==> src/design/conv_params.svh <==
// multiplier latency at least 1; the accumulator must hold the longest input-channel run
`ifndef CONV_PARAMS_SVH
`define CONV_PARAMS_SVH

// pixel and weight words are signed
`define CONV_WORD_WIDTH 8

// one output sum per member and unit
`define CONV_ACC_WIDTH 24

// pixels carried by one input beat
`define CONV_UNITS 2

// output channels, one weight each per beat
`define CONV_MEMBERS 4

// enabled cycles from operands to product
`define CONV_LATENCY_MUL 3

`endif

==> src/design/conv_pkg.sv <==
// word, product, sum and opcode types of the 1x1 engine. Widths follow the params header
`include "conv_params.svh"

package conv_pkg;

  // one signed pixel or weight
  typedef logic signed [`CONV_WORD_WIDTH-1:0] word_t;

  // full precision product of two words
  typedef logic signed [2*`CONV_WORD_WIDTH-1:0] prod_t;

  // running sum over the input channels
  typedef logic signed [`CONV_ACC_WIDTH-1:0] acc_t;

  // accumulator opcode
  // load starts a fresh sum with the addend, add extends the current one
  typedef enum logic {
    ACC_LOAD = 1'b0,
    ACC_ADD  = 1'b1
  } acc_op_e;

endpackage

==> src/design/mul_pipe.sv <==
// signed multiplier over CONV_LATENCY_MUL enabled stages; en is the only stall
`timescale 1ns/100ps
`include "conv_params.svh"

module mul_pipe (
  input  logic            clk,
  input  logic            arst_n,
  input  logic            en,
  input  conv_pkg::word_t pixel,
  input  conv_pkg::word_t weight,
  output conv_pkg::prod_t product
);

  localparam int LATENCY = `CONV_LATENCY_MUL;

  conv_pkg::prod_t pixel_ext;
  conv_pkg::prod_t weight_ext;
  conv_pkg::prod_t raw;
  conv_pkg::prod_t stage [LATENCY]; // stage 0 takes the raw product

  assign pixel_ext  = conv_pkg::prod_t'(pixel); // sign extended
  assign weight_ext = conv_pkg::prod_t'(weight);
  assign raw        = pixel_ext * weight_ext; // exact, 8x8 fits in 16

  always_ff @(posedge clk or negedge arst_n) begin
    if (!arst_n) begin
      for (int i = 0; i < LATENCY; i++) begin
        stage[i] <= '0;
      end
    end else if (en) begin
      stage[0] <= raw;
      for (int i = 1; i < LATENCY; i++) begin
        stage[i] <= stage[i-1]; // plain shift, no further arithmetic
      end
    end
  end

  assign product = stage[LATENCY-1];

endmodule

==> src/design/acc_unit.sv <==
// single-cycle accumulator; sums wrap silently if a run exceeds CONV_ACC_WIDTH
`timescale 1ns/100ps
`include "conv_params.svh"

module acc_unit (
  input  logic               clk,
  input  logic               arst_n,
  input  logic               en,
  input  conv_pkg::acc_op_e  op,
  input  conv_pkg::prod_t    addend,
  output conv_pkg::acc_t     sum
);

  conv_pkg::acc_t addend_ext;

  assign addend_ext = conv_pkg::acc_t'(addend); // sign extension to sum width

  always_ff @(posedge clk or negedge arst_n) begin
    if (!arst_n) begin
      sum <= '0;
    end else if (en) begin
      unique case (op)
        conv_pkg::ACC_LOAD: sum <= addend_ext;       // first beat of a group
        conv_pkg::ACC_ADD:  sum <= sum + addend_ext; // later beats, idle slots add 0
        default:            sum <= sum;
      endcase
    end
  end

  // an X opcode on an enabled edge would corrupt every later sum of the group
  a_op_known : assert property (
    @(posedge clk) disable iff (!arst_n)
    en |-> !$isunknown(op)
  ) else $error("acc_unit: opcode unknown while enabled");

endmodule

==> src/design/conv_ctrl.sv <==
// accumulator latency is fixed at 1 and beats are never refused; a slow sink lowers clken
`timescale 1ns/100ps
`include "conv_params.svh"

module conv_ctrl (
  input  logic              clk,
  input  logic              arst_n,
  input  logic              clken,
  input  logic              s_valid,
  input  logic              s_last,
  input  logic              s_cin_last,
  output logic              mul_valid,
  output conv_pkg::acc_op_e acc_op,
  output logic              acc_en,
  output logic              m_valid,
  output logic              m_last
);

  localparam int LATENCY = `CONV_LATENCY_MUL;

  logic [LATENCY-1:0] valid_sr;    // tracks beats through the multipliers
  logic [LATENCY-1:0] last_sr;
  logic [LATENCY-1:0] cin_last_sr;
  logic               mul_last;
  logic               mul_cin_last;
  logic               load_flag;   // next valid beat opens a new group
  logic               m_valid_q;
  logic               m_last_q;

  always_ff @(posedge clk or negedge arst_n) begin
    if (!arst_n) begin
      valid_sr    <= '0;
      last_sr     <= '0;
      cin_last_sr <= '0;
    end else if (clken) begin
      valid_sr[0]    <= s_valid;
      last_sr[0]     <= s_last;
      cin_last_sr[0] <= s_cin_last;
      for (int i = 1; i < LATENCY; i++) begin
        valid_sr[i]    <= valid_sr[i-1];
        last_sr[i]     <= last_sr[i-1];
        cin_last_sr[i] <= cin_last_sr[i-1];
      end
    end
  end

  assign mul_valid    = valid_sr[LATENCY-1];
  assign mul_last     = mul_valid & last_sr[LATENCY-1];
  assign mul_cin_last = mul_valid & cin_last_sr[LATENCY-1];

  // set out of reset and by each closing beat, cleared by the beat after it
  always_ff @(posedge clk or negedge arst_n) begin
    if (!arst_n) begin
      load_flag <= 1'b1;
    end else if (clken && mul_valid) begin
      load_flag <= mul_cin_last;
    end
  end

  assign acc_op = load_flag ? conv_pkg::ACC_LOAD : conv_pkg::ACC_ADD;
  assign acc_en = clken; // all accumulators step together here

  // the closing beat enters the sums on this same edge
  always_ff @(posedge clk or negedge arst_n) begin
    if (!arst_n) begin
      m_valid_q <= 1'b0;
      m_last_q  <= 1'b0;
    end else if (clken) begin
      m_valid_q <= mul_cin_last;
      m_last_q  <= mul_cin_last & mul_last;
    end
  end

  assign m_valid = m_valid_q & clken; // one enabled cycle per group
  assign m_last  = m_last_q & clken;

  // a group leaving on m_valid must leave the next beat to start a fresh sum
  a_output_reopens_group : assert property (
    @(posedge clk) disable iff (!arst_n)
    m_valid |-> acc_op == conv_pkg::ACC_LOAD
  ) else $error("conv_ctrl: output beat without a pending load");

  a_last_needs_valid : assert property (
    @(posedge clk) disable iff (!arst_n)
    m_last |-> m_valid
  ) else $error("conv_ctrl: m_last high without m_valid");

endmodule

==> src/design/conv_engine.sv <==
// 1x1 convolution top, one copy and one group; m_data is only meaningful while m_valid is high
`timescale 1ns/100ps
`include "conv_params.svh"

module conv_engine (
  input  logic            clk,
  input  logic            arst_n,
  input  logic            clken,
  input  logic            s_valid,
  input  logic            s_last,
  input  logic            s_cin_last,
  input  conv_pkg::word_t s_pixels  [`CONV_UNITS],
  input  conv_pkg::word_t s_weights [`CONV_MEMBERS],
  output logic            m_valid,
  output logic            m_last,
  output conv_pkg::acc_t  m_data    [`CONV_MEMBERS][`CONV_UNITS]
);

  logic              mul_valid; // beat leaving the multipliers is real
  logic              acc_en;
  conv_pkg::acc_op_e acc_op;

  conv_pkg::prod_t mul_product [`CONV_MEMBERS][`CONV_UNITS];
  conv_pkg::prod_t acc_addend  [`CONV_MEMBERS][`CONV_UNITS];

  conv_ctrl ctrl (
    .clk        (clk),
    .arst_n     (arst_n),
    .clken      (clken),
    .s_valid    (s_valid),
    .s_last     (s_last),
    .s_cin_last (s_cin_last),
    .mul_valid  (mul_valid),
    .acc_op     (acc_op),
    .acc_en     (acc_en),
    .m_valid    (m_valid),
    .m_last     (m_last)
  );

  // every member sees every pixel, each unit sees its member's weight
  for (genvar m = 0; m < `CONV_MEMBERS; m++) begin : gen_member
    for (genvar u = 0; u < `CONV_UNITS; u++) begin : gen_unit

      mul_pipe mul (
        .clk     (clk),
        .arst_n  (arst_n),
        .en      (clken),
        .pixel   (s_pixels[u]),
        .weight  (s_weights[m]),
        .product (mul_product[m][u])
      );

      // idle slots add zero so sums hold across gaps in the input
      assign acc_addend[m][u] = mul_valid ? mul_product[m][u] : '0;

      acc_unit acc (
        .clk    (clk),
        .arst_n (arst_n),
        .en     (acc_en),
        .op     (acc_op),
        .addend (acc_addend[m][u]),
        .sum    (m_data[m][u])
      );

    end
  end

endmodule

==> config.mk <==
export PLATFORM = sky130hd
export DESIGN_NAME = conv_engine
export DESIGN_NICKNAME = d
export VERILOG_FILES = /design/src/design/conv_pkg.sv /design/src/design/mul_pipe.sv /design/src/design/acc_unit.sv /design/src/design/conv_ctrl.sv /design/src/design/conv_engine.sv
export VERILOG_INCLUDE_DIRS = /design/src /design/src/design
export SDC_FILE = /design/constraint.sdc
export NUM_CORES = 2
export LEC_CHECK = 0
export BUFFER_PORTS_ARGS = -buffer_cell sky130_fd_sc_hd__buf_2
export CORE_ASPECT_RATIO = 0.9
export CORE_UTILIZATION = 40
export CTS_CLUSTER_SIZE = 20
export DETAILED_ROUTE_END_ITERATION = 6
export PLACE_DENSITY = 0.52
export SLEW_MARGIN = 20
export SYNTH_ARGS = -nofsm -noshare
export SYNTH_HDL_FRONTEND = slang
export SYNTH_HIERARCHICAL = 1
export SYNTH_SLANG_ARGS = --single-unit
==> constraint.sdc <==
create_clock -name clk -period 4 [get_ports clk]
set_clock_uncertainty 0.2 [all_clocks]
set_input_delay 0.6 -clock clk [delete_from_list [all_inputs] [get_ports clk]]
set_output_delay 0.6 -clock clk [all_outputs]
set_load 0.01 [all_outputs]
==> results.md <==
* Mapped Nets at ~6500
* Net switching power at 20.9 mW
* Critical path class: input pin to flop
* Hold Path End: gen_member[1].gen_unit[0].mul/stage[32]
* CP max-delay cell: fa_1
* Synth unique cells at 86
* CTS Buffer Depth at 3
* Root Driver: clkbuf_16
* FMAX at approximately 240 MHz
* Hold-critical path depth at 3
* Multi-input gate area at between 30000 and 40000 µm²
* DP Area at just over 60000 µm²
* Max incr delay on CP at 0.54 ns
* Clk Latency, worst-skew pair at 0.67 ns
* Final setup vio count at 34
* Flop pwr share at 20.9%
* Vias/cell at 5.08
* H-tree Lvls at 3
* Final Worst Setup Slack at -0.159 ns
* Post-synth EDFFs at 0
* Least-Margin Pin Slew at 0.988 ns
* CTS tree: done
* Synth area leaders: dfrtp_1 26%, fa_1 16%, ha_1 9.4%
* CTS buffer count at 74
* Slew headroom at 34.1%
* Post-layout util at between 40% and 50%
* Routed Antenna Nets at 0
* Port Buffer Count at 247
* Iteration count of the initial detailed-routing pass at 5
* Routed len/inst at 17.3 µm
* Max-slew violations at 0
* Final instance area at roughly 67000 µm²
* Area of the core at 138000 µm²
* Cell Chain, Critical Path: buf_8, buf_12, and2_4, fa_1, inv_2, fa_1, inv_2, fa_1, inv_1, fa_1, inv_2, ha_4, o211ai_1, o21ai_2, o211ai_2, a32oi_2, xnor2_1, mux2_4
* Fin nets at 7074
* # DRC at 0
* CP Max Fanout at 14
* Yosys reg bits at approximately 590
* Final non-filler cell total at 8055
* Status: finished with violations
* First-pass GRT wire length at 227 mm
* Reg2reg path depth at 10
* Largest net degree at the start of global routing at about 110
* Mean area per synthesized cell at between 9 and 10 µm²
* Met3 GRT Util at 2.50%
* Sw frac at 41.4%
* Data required time at the worst endpoint at 4.36 ns
* Synthesized area at 55500 µm²
* Initial Utilization at 40.3%
* Vias in the first global route at 42200
* Die W at 395 µm
* Wirelength, routed at 139 mm
* Flop2flop setup slack at approximately 0.42 ns
* Gr usage total at 19.8%
* Die Area at 140000 µm²
* Startpoint types: input pin
* Final hold slack at 0.129 ns
* Worst vdd ir at 0.000364 V
* IO Count at 248
* Yosys top cell by area: dfrtp_1
* Register area at 14700 µm²
* Most used cell, CP: fa_1
* Worst reg2reg startpoint: ctrl/valid_sr[2]
* Internal Power at 29.5 mW
* Final HPWL from detailed placement at 102 mm
* RR Endpoint: gen_member[1].gen_unit[0].acc/sum[23]
* Die span in y at 355 µm
* Global Route met1 Usage at between 20 and 30%
* Asr flop ratio synth at 100%
* Vias after detailed routing at between 40000 and 50000
* Sequential fraction of the synthesis area at 26.5%
* Post-layout min period at 4.16 ns
* Yosys top cell area share at 26.5%
* GRT met2 Usage at 31.8%
* Synth-to-Final Area Change at 20.0%
* Main flop type after synthesis: dfrtp_1
* Clock share of power at between 10% and 20%
* Share of post-route cells with drive strength above 1 at 27.2%
* Power Density at 757 nW/µm²
* P_leak at approximately 32 nW
* Sink Count at 588
* GR peak layer: met2
* Comb power frac at 64.1%
* Cells after Synth at 5594
* RSZ-0062 raised after global routing: yes
* Worst EP arrival at 4.52 ns
* DR iter-0 viols at 2070
* CP endpoint kind: flop
* Failing checks: negative setup slack
* Final period utilization at 104%
* GRT overflow at 0
* # fillers at 13000
* Ys Warns at 6
* Clock-pin slew on the worst setup and hold paths at 0.06 ns
* Initial antenna violation count at 11
* Hold path start: s_weights[16]
* Fin. Hold Viols at 0
* Row count at ~130
* Final GP Congestion at 0.872
* Total power at roughly 50 mW
* Placed cell count at 7844
* Tightest Hold Check Type: input pin to flop
* Max-cap viol count at 0
## worst max-delay path by stage
| stage | slack [ns] | startpoint | to |
|---|---|---|---|
| floorplan | -0.39 | s_weights[18] | gen_member[1].gen_unit[0].mul/stage[47] |
| global route | -0.28 | s_pixels[6] | gen_member[0].gen_unit[1].mul/stage[45] |
| detailed placement | -1.11 | s_pixels[5] | gen_member[0].gen_unit[1].mul/stage[47] |
| global placement | -1.09 | s_pixels[4] | gen_member[2].gen_unit[1].mul/stage[45] |
| CTS | -0.09 | s_pixels[5] | gen_member[0].gen_unit[1].mul/stage[47] |
| finish | -0.16 | s_pixels[7] | gen_member[1].gen_unit[1].mul/stage[47] |
## cells in the final DEF, fill, tap and decap left out, drive strengths merged, types with 40 or more instances in the layout
cell type / netlist / final
xor2: 49 / 49
dfrtp: 587 / 587
and2: 474 / 474
nand2: 232 / 232
ha: 416 / 416
a31oi: 44 / 44
mux2: 363 / 363
nor2: 224 / 224
o21ai: 169 / 169
nor3: 40 / 40
o31ai: 46 / 46
o21a: 75 / 75
mux2i: 104 / 104
clkbuf: 56 / 106
inv: 769 / 776
a21o: 128 / 128
nand3: 90 / 90
nor2b: 87 / 87
nand4: 59 / 59
buf: 213 / 735
fa: 448 / 448
a21oi: 269 / 269
xnor2: 144 / 144
## cells in the mapped netlist, types with 27 or more instances
library cell	instances
a21o_1	120
nor2_1	217
buf_1	30
a211o_1	37
clkbuf_1	55
buf_4	133
nand2_1	232
nand3_1	90
o21bai_1	32
o21a_1	75
xor2_1	49
buf_6	28
and2_1	447
mux2i_1	104
a31oi_1	44
nor2b_1	87
mux2_2	340
fa_1	448
nand4_1	59
and2_2	27
nor3_1	39
o21ai_0	140
inv_1	769
nand3b_1	39
o31ai_1	42
xnor2_1	144
a21oi_1	257
ha_1	416
dfrtp_1	587
## per-layer routing
metal	vias to the layer above	part of all wire, %
li1	20000	-
met1	20200	49
met2	589	45
met3	155	3.2
met4	2	1.9
met5	-	0.0093
## critical path, delay by kind of cell
kind                     cells  cell delay, ns
XOR/XNOR                     1            0.09
adder cells (fa/ha/maj)      5            2.33
AND/OR/NAND/NOR              1            0.16
AO/OA/AOI/OAI                4            0.63
multiplexers                 1            0.26
buffers and inverters        6            0.42
## final cells by class
cell class | count | area share (%)
inverters | 777 | 4.40
multi-input cells | 3960 | 56.4
repair buffers | 755 | 9.48
clock buffers | 94 | 3.08
flip-flops and latches | 588 | 22.1
diodes | 5 | 0.0188
clock inverters | 42 | 1.01
well taps | 1834 | 3.45
## through the flow
step / setup slack (ns) / setup TNS, ns
after CTS: -0.0942 / -0.705
after global routing: -0.282 / -6.21
after floorplan: -0.387 / -11.71
final: -0.159 / -1.93
after detailed placement: -1.11 / -71.53
after global placement: -1.09 / -69.15
## registers in the layout, summed over array words and instances (netlist names)
| register | cells |
|---|---|
| ctrl/load_flag | 1 |
| gen_member.gen_unit.mul/product | 128 |
| ctrl/m_last_q | 1 |
| ctrl/valid_sr | 3 |
| gen_member.gen_unit.mul/stage | 256 |
| ctrl/cin_last_sr | 3 |
| gen_member.gen_unit.acc/sum | 192 |
| ctrl/m_valid_q | 1 |
| ctrl/last_sr | 3 |
## power groups by stage
stage                     Sequential, mW  Combinational, mW  Clock, mW
after CTS                           10.6               31.0       7.81
after global routing                10.9               36.2       8.01
final                               10.6               32.3       7.53
after detailed placement            10.7               30.2          0
after global placement              10.6               29.9          0
after floorplan                     10.4               22.4          0
## kinds of logic after synthesis
logic type / count (synthesis) / synth area share [%]
XOR/XNOR: 193 / 3.05
flip-flops: 588 / 26.5
adder cells (fa/ha/maj): 864 / 25.6
AND/OR/NAND/NOR: 1401 / 13.9
buffers and inverters: 1046 / 8.43
multiplexers: 467 / 9.33
AO/OA/AOI/OAI: 1035 / 13.2
## timing repair
| item | in CTS | in global routing |
|---|---|---|
| gates resized for setup | 153 | 249 |
| pin swaps | 77 | 136 |
| hold endpoints to repair | 71 | 0 |
| setup endpoints to repair | 64 | 59 |
| hold buffers | 4 | 0 |
| cloned | 8 | 6 |
| buffers inserted | 27 | 28 |
Note: power is estimated with default switching activity, not from simulation.
